## src/design/tile_pkg.sv

```systemverilog
/*
  Shared types and sizes for the systolic tile orchestrator.
  All dimensions and coordinates are 16-bit unsigned, so N, K, M and BLOCK_M
  must each fit in 16 bits. BLOCK_M is expected to be a nonzero multiple of
  tile_size. An effective tile edge is 4 bits wide, which limits tile_size to 15.
*/
`default_nettype none

package tile_pkg;

  // Systolic array edge, in elements
  localparam int tile_size = 8;

  // Loaded B blocks that can wait for the sequencer
  localparam int b_queue_depth = 4;

  // Finished C tiles that can wait for write-back
  localparam int c_queue_depth = 4;

  typedef logic [15:0] dim_t; // Dimension or coordinate
  typedef logic [3:0]  eff_t; // Effective tile edge, 1..tile_size

  // Problem shape, sampled once per run
  typedef struct packed {
    dim_t n;       // Rows of A and C
    dim_t k;       // Shared inner dimension
    dim_t m;       // Columns of B and C
    dim_t block_m; // Width of one B column block
  } dims_t;

  // One output tile of C
  typedef struct packed {
    dim_t i0;    // Row origin
    dim_t j0;    // Column origin
    eff_t n_eff; // Valid rows that shrink on the bottom edge
    eff_t m_eff; // Valid columns that shrink on a block or matrix edge
  } tile_info_t;

endpackage

`default_nettype wire

```

## src/design/tile_queue.sv

```systemverilog
/*
  Small circular FIFO used between pipeline stages.
  The front entry is visible combinationally while empty is low.
  Producers must not push while full and consumers must not pop while empty.
  A simultaneous push and pop keeps the count unchanged.
*/
`timescale 1ns/1ps
`default_nettype none

module tile_queue #(
  parameter int  depth   = 4,
  parameter type entry_t = logic [15:0]
) (
  input  logic   clk,
  input  logic   rstn,
  input  logic   push,      // One-cycle write strobe
  input  entry_t push_data,
  input  logic   pop,       // One-cycle read strobe
  output entry_t front,     // Oldest entry
  output logic   empty,
  output logic   full
);

  localparam int ptr_w = (depth > 1) ? $clog2(depth) : 1;
  localparam int cnt_w = $clog2(depth + 1);

  entry_t             mem [depth]; // Entry storage
  logic [ptr_w-1:0]   wr_ptr;
  logic [ptr_w-1:0]   rd_ptr;
  logic [cnt_w-1:0]   count;
  logic               do_push;
  logic               do_pop;

  assign do_push = push && !full;
  assign do_pop  = pop && !empty;

  assign empty = (count == '0);
  assign full  = (count == cnt_w'(depth));
  assign front = mem[rd_ptr];

  always_ff @(posedge clk) begin
    if (do_push) mem[wr_ptr] <= push_data;
  end

  always_ff @(posedge clk or negedge rstn) begin
    if (!rstn) begin
      wr_ptr <= '0;
      rd_ptr <= '0;
      count  <= '0;
    end else begin
      if (do_push) wr_ptr <= (wr_ptr == ptr_w'(depth - 1)) ? '0 : wr_ptr + 1'b1; // Wrap
      if (do_pop)  rd_ptr <= (rd_ptr == ptr_w'(depth - 1)) ? '0 : rd_ptr + 1'b1;
      if (do_push && !do_pop)      count <= count + 1'b1;
      else if (do_pop && !do_push) count <= count - 1'b1;
    end
  end

  // Producer side must respect the full flag
  a_no_overflow : assert property (@(posedge clk) disable iff (!rstn) push |-> !full)
    else $error("tile_queue: push while full");

  // Consumer side must respect the empty flag
  a_no_underflow : assert property (@(posedge clk) disable iff (!rstn) pop |-> !empty)
    else $error("tile_queue: pop while empty");

endmodule

`default_nettype wire

```

## src/design/block_loader.sv

```systemverilog
/*
  Requests B column blocks from the external loader, one at a time.
  Block origins run 0, BLOCK_M, 2*BLOCK_M while below M.
  Each finished block origin is pushed into the B queue on the cycle after ld_done.
  If the queue is full at ld_done the block is held and pushed once space frees up,
  and no new request goes out until then. M is assumed nonzero.
*/
`timescale 1ns/1ps
`default_nettype none

module block_loader (
  input  logic            clk,
  input  logic            rstn,
  input  logic            go,             // Run level from the top
  input  tile_pkg::dims_t dims,
  output logic            loader_req,     // One-cycle request pulse
  output tile_pkg::dim_t  loader_j_block, // Held until ld_done
  input  logic            ld_done,
  output logic            q_push,
  output tile_pkg::dim_t  q_data,
  input  logic            q_full,
  output logic            finished
);
  import tile_pkg::*;

  typedef enum logic [1:0] {
    st_idle,
    st_request, // Waiting for queue space
    st_wait,    // Load outstanding
    st_finished
  } state_e;

  state_e      state;
  dim_t        j_next; // Next block origin to request
  logic        more;   // j_next is still below M
  logic        held;   // Loaded block not yet pushed
  logic [16:0] sum_j;  // Extra bit so a large M cannot wrap

  assign sum_j = {1'b0, loader_j_block} + {1'b0, dims.block_m};

  // Not finished while the last push is still landing in the queue
  assign finished = (state == st_finished) && !q_push;

  always_ff @(posedge clk or negedge rstn) begin
    if (!rstn) begin
      state          <= st_idle;
      loader_req     <= 1'b0;
      loader_j_block <= '0;
      q_push         <= 1'b0;
      q_data         <= '0;
      j_next         <= '0;
      more           <= 1'b0;
      held           <= 1'b0;
    end else begin
      loader_req <= 1'b0; // Pulses by default
      q_push     <= 1'b0;
      case (state)
        st_idle: begin
          if (go) begin
            loader_req     <= 1'b1; // First block at column 0
            loader_j_block <= '0;
            state          <= st_wait;
          end
        end
        st_wait: begin
          if (ld_done) begin
            j_next <= sum_j[15:0];
            more   <= (sum_j < {1'b0, dims.m});
            if (q_full) begin
              held  <= 1'b1; // Keep origin on loader_j_block
              state <= st_request;
            end else begin
              q_push <= 1'b1;
              q_data <= loader_j_block;
              if (sum_j >= {1'b0, dims.m}) begin
                state <= st_finished;
              end else begin
                loader_req     <= 1'b1; // Back-to-back request
                loader_j_block <= sum_j[15:0];
              end
            end
          end
        end
        st_request: begin
          if (held) begin
            if (!q_full) begin
              q_push <= 1'b1;
              q_data <= loader_j_block;
              held   <= 1'b0;
              if (!more) state <= st_finished;
            end
          end else if (!q_full) begin
            loader_req     <= 1'b1;
            loader_j_block <= j_next;
            state          <= st_wait;
          end
        end
        st_finished: begin
          if (!go) state <= st_idle; // Rearm for the next run
        end
        default: state <= st_idle;
      endcase
    end
  end

endmodule

`default_nettype wire

```

## src/design/tile_sequencer.sv

```systemverilog
/*
  Walks the output tiles of each loaded B block and drives the compute engine.
  Inside a block j0 steps by tile_size first, then i0, both row-major.
  Effective sizes clip at the N edge and at min(block end, M).
  start_tile is withheld while the C queue is full, so the push after tile_done
  always finds space. Only one tile is outstanding at a time.
*/
`timescale 1ns/1ps
`default_nettype none

module tile_sequencer (
  input  logic                 clk,
  input  logic                 rstn,
  input  logic                 go,
  input  tile_pkg::dims_t      dims,
  input  logic                 b_empty,
  input  tile_pkg::dim_t       b_front,         // Origin of next loaded block
  output logic                 b_pop,
  input  logic                 loads_finished,
  output logic                 start_tile,      // One-cycle pulse
  output tile_pkg::tile_info_t compute_tile,    // Held until tile_done
  output tile_pkg::dim_t       compute_k_total,
  input  logic                 tile_done,
  output logic                 c_push,
  output tile_pkg::tile_info_t c_data,
  input  logic                 c_full,
  output logic                 finished
);
  import tile_pkg::*;

  typedef enum logic [2:0] {
    st_idle,     // Looking for the next block
    st_prepare,  // Latch tile sizes
    st_run,      // Start compute when the C queue has space
    st_wait,     // Tile in flight
    st_finished
  } state_e;

  state_e      state;
  dim_t        blk_j; // Origin of the current block
  dim_t        i0;
  dim_t        j0;
  logic [16:0] blk_sum;
  logic [16:0] blk_end; // Column limit of this block
  logic [16:0] rem_n;
  logic [16:0] rem_m;
  logic [16:0] step_i;
  logic [16:0] step_j;
  eff_t        n_eff_c;
  eff_t        m_eff_c;

  always_comb begin
    blk_sum = {1'b0, blk_j} + {1'b0, dims.block_m};
    blk_end = (blk_sum < {1'b0, dims.m}) ? blk_sum : {1'b0, dims.m}; // Last block is ragged
    rem_n   = {1'b0, dims.n} - {1'b0, i0};
    rem_m   = blk_end - {1'b0, j0};
    n_eff_c = (rem_n >= 17'(tile_size)) ? eff_t'(tile_size) : eff_t'(rem_n);
    m_eff_c = (rem_m >= 17'(tile_size)) ? eff_t'(tile_size) : eff_t'(rem_m);
    step_i  = {1'b0, i0} + 17'(tile_size);
    step_j  = {1'b0, j0} + 17'(tile_size);
  end

  assign finished = (state == st_finished);

  always_ff @(posedge clk or negedge rstn) begin
    if (!rstn) begin
      state           <= st_idle;
      blk_j           <= '0;
      i0              <= '0;
      j0              <= '0;
      b_pop           <= 1'b0;
      start_tile      <= 1'b0;
      compute_tile    <= '0;
      compute_k_total <= '0;
      c_push          <= 1'b0;
      c_data          <= '0;
    end else begin
      b_pop      <= 1'b0;
      start_tile <= 1'b0;
      c_push     <= 1'b0;
      case (state)
        st_idle: begin
          if (go) begin
            if (!b_empty) begin
              b_pop <= 1'b1; // Take the block, start at its top-left tile
              blk_j <= b_front;
              i0    <= '0;
              j0    <= b_front;
              state <= st_prepare;
            end else if (loads_finished) begin
              state <= st_finished; // No block left to come
            end
          end
        end
        st_prepare: begin
          compute_tile    <= '{i0: i0, j0: j0, n_eff: n_eff_c, m_eff: m_eff_c};
          compute_k_total <= dims.k;
          state           <= st_run;
        end
        st_run: begin
          if (!c_full) begin
            start_tile <= 1'b1;
            state      <= st_wait;
          end
        end
        st_wait: begin
          if (tile_done) begin
            c_push <= 1'b1;
            c_data <= compute_tile;
            if (step_j < blk_end) begin
              j0    <= step_j[15:0]; // Next column in the block
              state <= st_prepare;
            end else if (step_i < {1'b0, dims.n}) begin
              i0    <= step_i[15:0]; // Next tile row
              j0    <= blk_j;
              state <= st_prepare;
            end else begin
              state <= st_idle; // Block exhausted
            end
          end
        end
        st_finished: begin
          if (!go) state <= st_idle;
        end
        default: state <= st_idle;
      endcase
    end
  end

  // A zero edge means the walk stepped past N or past the block limit
  a_eff_nonzero : assert property (@(posedge clk) disable iff (!rstn)
    start_tile |-> (compute_tile.n_eff != '0) && (compute_tile.m_eff != '0))
    else $error("tile_sequencer: empty tile started");

endmodule

`default_nettype wire

```

## src/design/store_issuer.sv

```systemverilog
/*
  Pops finished tile descriptors and starts the write-back engine for each.
  store_tile holds the descriptor until wr_done, then one recovery cycle follows.
  finished only reports an idle issuer; the top combines it with the
  sequencer's finished level and the empty C queue.
*/
`timescale 1ns/1ps
`default_nettype none

module store_issuer (
  input  logic                 clk,
  input  logic                 rstn,
  input  logic                 go,
  input  logic                 c_empty,
  input  tile_pkg::tile_info_t c_front,
  output logic                 c_pop,
  output logic                 start_store, // One-cycle pulse
  output tile_pkg::tile_info_t store_tile,  // Held until wr_done
  input  logic                 wr_done,
  output logic                 finished
);
  import tile_pkg::*;

  typedef enum logic [1:0] {
    st_idle,
    st_wait,    // Write-back in flight
    st_recover  // One spare cycle before the next pop
  } state_e;

  state_e state;

  assign finished = (state == st_idle);

  always_ff @(posedge clk or negedge rstn) begin
    if (!rstn) begin
      state       <= st_idle;
      c_pop       <= 1'b0;
      start_store <= 1'b0;
      store_tile  <= '0;
    end else begin
      c_pop       <= 1'b0;
      start_store <= 1'b0;
      case (state)
        st_idle: begin
          if (go && !c_empty) begin
            store_tile  <= c_front; // Front is valid while not empty
            c_pop       <= 1'b1;
            start_store <= 1'b1;
            state       <= st_wait;
          end
        end
        st_wait:    if (wr_done) state <= st_recover;
        st_recover: state <= st_idle;
        default:    state <= st_idle;
      endcase
    end
  end

endmodule

`default_nettype wire

```

## src/design/tile_controller.sv

```systemverilog
/*
  Top of the tile orchestrator: run control plus the three overlapped stages.
  start is taken only while busy is low, and dims are sampled with it.
  busy rises the cycle after start and falls in the cycle done pulses.
  done follows all stages finished with both queues empty.
  Each engine port uses a request pulse answered by a done pulse.
*/
`timescale 1ns/1ps
`default_nettype none

module tile_controller (
  input  logic                 clk,
  input  logic                 rstn,
  input  logic                 start,
  input  tile_pkg::dims_t      dims,
  output logic                 busy,
  output logic                 done,
  // Loader engine
  output logic                 loader_req,
  output tile_pkg::dim_t       loader_j_block,
  input  logic                 ld_done,
  // Compute engine
  output logic                 start_tile,
  output tile_pkg::tile_info_t compute_tile,
  output tile_pkg::dim_t       compute_k_total,
  input  logic                 tile_done,
  // Store engine
  output logic                 start_store,
  output tile_pkg::tile_info_t store_tile,
  input  logic                 wr_done
);
  import tile_pkg::*;

  dims_t      dims_q;   // Shape of the active run
  logic       go;
  logic       all_fin;
  logic       ld_fin;
  logic       seq_fin;
  logic       st_fin;
  // B queue between loader and sequencer
  logic       b_push;
  dim_t       b_data;
  logic       b_pop;
  dim_t       b_front;
  logic       b_empty;
  logic       b_full;
  // C queue between sequencer and store issuer
  logic       c_push;
  tile_info_t c_data;
  logic       c_pop;
  tile_info_t c_front;
  logic       c_empty;
  logic       c_full;

  assign go      = busy;
  assign all_fin = ld_fin && seq_fin && st_fin && b_empty && c_empty;

  always_ff @(posedge clk or negedge rstn) begin
    if (!rstn) begin
      busy   <= 1'b0;
      done   <= 1'b0;
      dims_q <= '0;
    end else begin
      done <= 1'b0;
      if (start && !busy) begin
        busy   <= 1'b1; // Start during a run is ignored
        dims_q <= dims;
      end else if (busy && all_fin) begin
        busy <= 1'b0;
        done <= 1'b1;
      end
    end
  end

  block_loader u_loader (
    .clk, .rstn, .go,
    .dims           (dims_q),
    .loader_req, .loader_j_block, .ld_done,
    .q_push         (b_push),
    .q_data         (b_data),
    .q_full         (b_full),
    .finished       (ld_fin)
  );

  tile_queue #(.depth(b_queue_depth), .entry_t(dim_t)) b_queue (
    .clk, .rstn,
    .push      (b_push),
    .push_data (b_data),
    .pop       (b_pop),
    .front     (b_front),
    .empty     (b_empty),
    .full      (b_full)
  );

  tile_sequencer u_sequencer (
    .clk, .rstn, .go,
    .dims            (dims_q),
    .b_empty, .b_front, .b_pop,
    .loads_finished  (ld_fin),
    .start_tile, .compute_tile, .compute_k_total, .tile_done,
    .c_push, .c_data, .c_full,
    .finished        (seq_fin)
  );

  tile_queue #(.depth(c_queue_depth), .entry_t(tile_info_t)) c_queue (
    .clk, .rstn,
    .push      (c_push),
    .push_data (c_data),
    .pop       (c_pop),
    .front     (c_front),
    .empty     (c_empty),
    .full      (c_full)
  );

  store_issuer u_store (
    .clk, .rstn, .go,
    .c_empty, .c_front, .c_pop,
    .start_store, .store_tile, .wr_done,
    .finished    (st_fin)
  );

  // No stage may still be talking to an engine once the run has closed
  a_req_in_run : assert property (@(posedge clk) disable iff (!rstn)
    (loader_req || start_tile || start_store) |-> busy)
    else $error("tile_controller: engine request outside a run");

endmodule

`default_nettype wire

```

## config.mk

```make
export PLATFORM = sky130hd
export DESIGN_NAME = tile_controller
export DESIGN_NICKNAME = d
export VERILOG_FILES = /design/src/design/tile_pkg.sv /design/src/design/tile_queue.sv /design/src/design/block_loader.sv /design/src/design/tile_sequencer.sv /design/src/design/store_issuer.sv /design/src/design/tile_controller.sv
export SDC_FILE = /design/constraint.sdc
export NUM_CORES = 1
export LEC_CHECK = 0
export BUFFER_PORTS_ARGS = -buffer_cell sky130_fd_sc_hd__buf_2
export CAP_MARGIN = 20
export CORE_UTILIZATION = 55
export DETAILED_ROUTE_END_ITERATION = 8
export PLACE_DENSITY = 0.74
export SLEW_MARGIN = 20
export SYNTH_ARGS = -nofsm -noshare
export SYNTH_HDL_FRONTEND = slang
export SYNTH_HIERARCHICAL = 1
export SYNTH_SLANG_ARGS = --single-unit
```

## constraint.sdc

```tcl
create_clock -name clk -period 8.1 [get_ports clk]
set_input_delay 0.405 -clock clk [delete_from_list [all_inputs] [get_ports clk]]
set_output_delay 0.405 -clock clk [all_outputs]
set_load 0.03 [all_outputs]
```

==> reports/results.txt <==
CTS sink count: 542
Die Wd: 223 um
Yosys reg bits: 542
filler cell count: 3577
Vias per Instance: 5.96
Worst Tran Pin Value: 0.996 ns
Lkg Pwr: 13.3 nW
CP Buf/Inv Count: 4
Netlist Area Pre-Place: 26900 sq um
Num CTS Buffers: 54
final worst path period need: 7.15 ns
FFs w/ async S/R, synth: 58.7%
Root Driver: clkbuf_16
grt ovf: 0
Power per Cell Area: 421 nW/um^2
setup slack, reg-to-reg: 0.95 ns
Setup crit end: u_sequencer/i0[3]
WP data required: 8.66 ns
GR Util All Layers: 25.7%
DR DRC count: 0
Hold Crit Class: primary input to flop
Worst Skew: 0.0553 ns
RePlAce Congestion: 0.926
initial antenna violation count: 1
RSZ-0062 raised after global routing: no
setup tns final: 0 ns
Setup crit end kind: flop
reg-to-reg critical path startpoint: dims_q[0]
Wirelength per Cell: 21.7 um
initial drt markers: 1336
area leader, netlist: dfrtp_1
postcts setup bufs: 0
largest net degree at the start of global routing: 168
max cap viols: 0
Core ar.: 47900 sq um
initial core utilization: 56.1%
synthesized area per cell: 13.3 sq um
slowest CP cell: o21ai_2
port buffer count: 183
Total Nets Final: 2446
Hold Vio Cnt, Final: 0
Post-synth top flop: dfrtp_1
Post-synth top cells: dfrtp_1 (318), edfxtp_1 (224), nand2_1 (178)
Slew HR: 33.6%
critical path depth: 26
Post-Syn Instances: 2023
largest cells by area after synthesis: dfrtp_1 (30%), edfxtp_1 (25%), ha_1 (6.7%)
Ys Warns: 6
status: finished, final reports clean
vias in the first global route: 17300
sequential share of the synthesized area: 54.6%
critical path's top delay family: compound AO/OA/AOI/OAI gates
Final Cycle Share: 88.3%
post-synth top area share: 29.6%
DP HPWL: 44500 um
wire length reported by the detailed router: 62800 um
vias: 17200
io pins: 187
Arrival @ worst endpoint: 7.70 ns
Netlist cell types: 89
first-pass GRT wire length: 98600 um
clock buffer depth: 3
critical path class: flop to flop
final setup vio count: 0
Achievable Freq: 140 MHz
crit path max fanout: 26
Area Overhead vs Synth: 12.5%
R2R depth: 26
row count: 80
RR Endpoint: u_sequencer/i0[3]
most frequent CP cell: ha_1
CTS HTree Levels: 2
worst vdd ir: 0.330 mV
clk_lat worst skew: 0.64 ns
CTS tree: done
share of layout cells above drive strength 1: 25.5%
Die Y: 223 um
CP Launch Type: flop
CP startpoint: dims_q[0]
count leader, synth: dfrtp_1
DRT Pass-1 Iters: 5
Post-synth EDFFs: 224
Final Max Tran Viols: 0
die area: 49800 sq um
Worst path max stage delay: 0.53 ns
cts repair resizes: 0
final hold slack: 0.0272 ns
Worst-path clk slew: 0.06 ns
Antenna Nets Post-Route: 0
## where the power goes
group | switching [mW] | leakage [nW] | internal (mW) | total, mW
combinational | 3.44 | 6.40 | 2.59 | 6.04
clock | 1.04 | 0.850 | 1.43 | 2.48
sequential | 0.624 | 6.05 | 3.61 | 4.23
total | 5.11 | 13.3 | 7.63 | 12.7
## cell families (layout without fill, tap and decap cells)
family	after synthesis	after routing	synth area share, %
buffers and inverters	190	434	3.52
xor gates and xnor gates	55	55	1.79
other	2	11	0.0279
muxes	315	315	16.4
AOI/OAI and AO/OA	333	333	8.47
DFF	542	542	54.6
and+or+nand+nor	438	438	8.21
adders and majority gates	148	148	7.02
## timing repair
item | 4_1_cts | 5_1_grt
setup endpoints to repair | 0 | 0
endpoints found under the hold margin | 105 | 0
hold buffers | 23 | 0
## worst min path at each step
stage | depth (start not counted) | end | from
2_1_floorplan | 0 | b_queue/count[0] | rstn
3_3_place_gp | 1 | u_store/store_tile[26] | rstn
3_5_place_dp | 1 | u_store/store_tile[26] | rstn
4_1_cts | 2 | dims_q[36] | dims[36]
5_1_grt | 2 | dims_q[36] | dims[36]
6_report | 2 | dims_q[36] | dims[36]
## cell usage in the layout (no fill, tap or decap), drive strengths merged, types with 12 or more instances in the layout
cell type and instances:
dfrtp 318, edfxtp 224, mux2 223, buf 200
nand2 178, ha 143, inv 109, o21ai 93
clkbuf 85, nor2 58, mux4 56, a21oi 55
xnor2 41, mux2i 36, nor2b 33, nand3 26
nand2b 26, dlygate4sd3 23, nor3 23, a21o 22
a22o 20, nand4 17, and2 17, xor2 14
o21a 13, clkinv 12
## state kept, by name, indices dropped and copies added (netlist names), 3 cells and up
signal and flops:
u_sequencer/i0 13, u_sequencer/c_data 37, u_sequencer/j0 16, u_sequencer/compute_k_total 16
u_sequencer/blk_j 16, u_store/store_tile 40, c_queue/count 3, u_loader/j_next 16
b_queue/mem 64, u_sequencer/state 3, u_sequencer/compute_tile 37, u_loader/q_data 16
b_queue/count 3, dims_q 64, c_queue/mem 160, u_loader/loader_j_block 16
## metal layers
| layer | GRT usage, % | part of all wire (%) | up-vias |
|---|---|---|---|
| li1 | - | - | 7909 |
| met1 | 36.0 | 44 | 8669 |
| met3 | 3.28 | 4.9 | 105 |
| met4 | 9.10 | 3.2 | 0 |
| met5 | 0 | 0 | - |
| met2 | 41.6 | 48 | 538 |
## stage by stage
| stage | cell area (sq um) | setup slack [ns] | utilization, % | power [mW] | std cells |
|---|---|---|---|---|---|
| 3_5_place_dp | 28200 | 1.11 | 58.9 | 10.2 | 2763 |
| 4_1_cts | 30200 | 1.05 | 63.1 | 12.8 | 2888 |
| 6_report | 30300 | 0.951 | 63.1 | 12.7 | 2891 |
| 3_3_place_gp | 28200 | 1.23 | 58.9 | 10.1 | 2763 |
| 5_1_grt | 30300 | 0.442 | 63.1 | 13.5 | 2889 |
| 2_1_floorplan | 26900 | 2.07 | - | 8.66 | 2030 |
## layout make-up
type	instances	area, sq um	area share [%]
Antenna cell	2	5.00	0.0165
Timing Repair Buffer	223	1300	4.30
Inverter	109	409	1.35
Multi-Input combinational cell	1298	11300	37.4
Clock inverter	17	239	0.790
Tap cell	615	769	2.54
Sequential cell	542	14700	48.5
Clock buffer	85	1530	5.05
No activity file was read; power rests on OpenSTA's default activity.
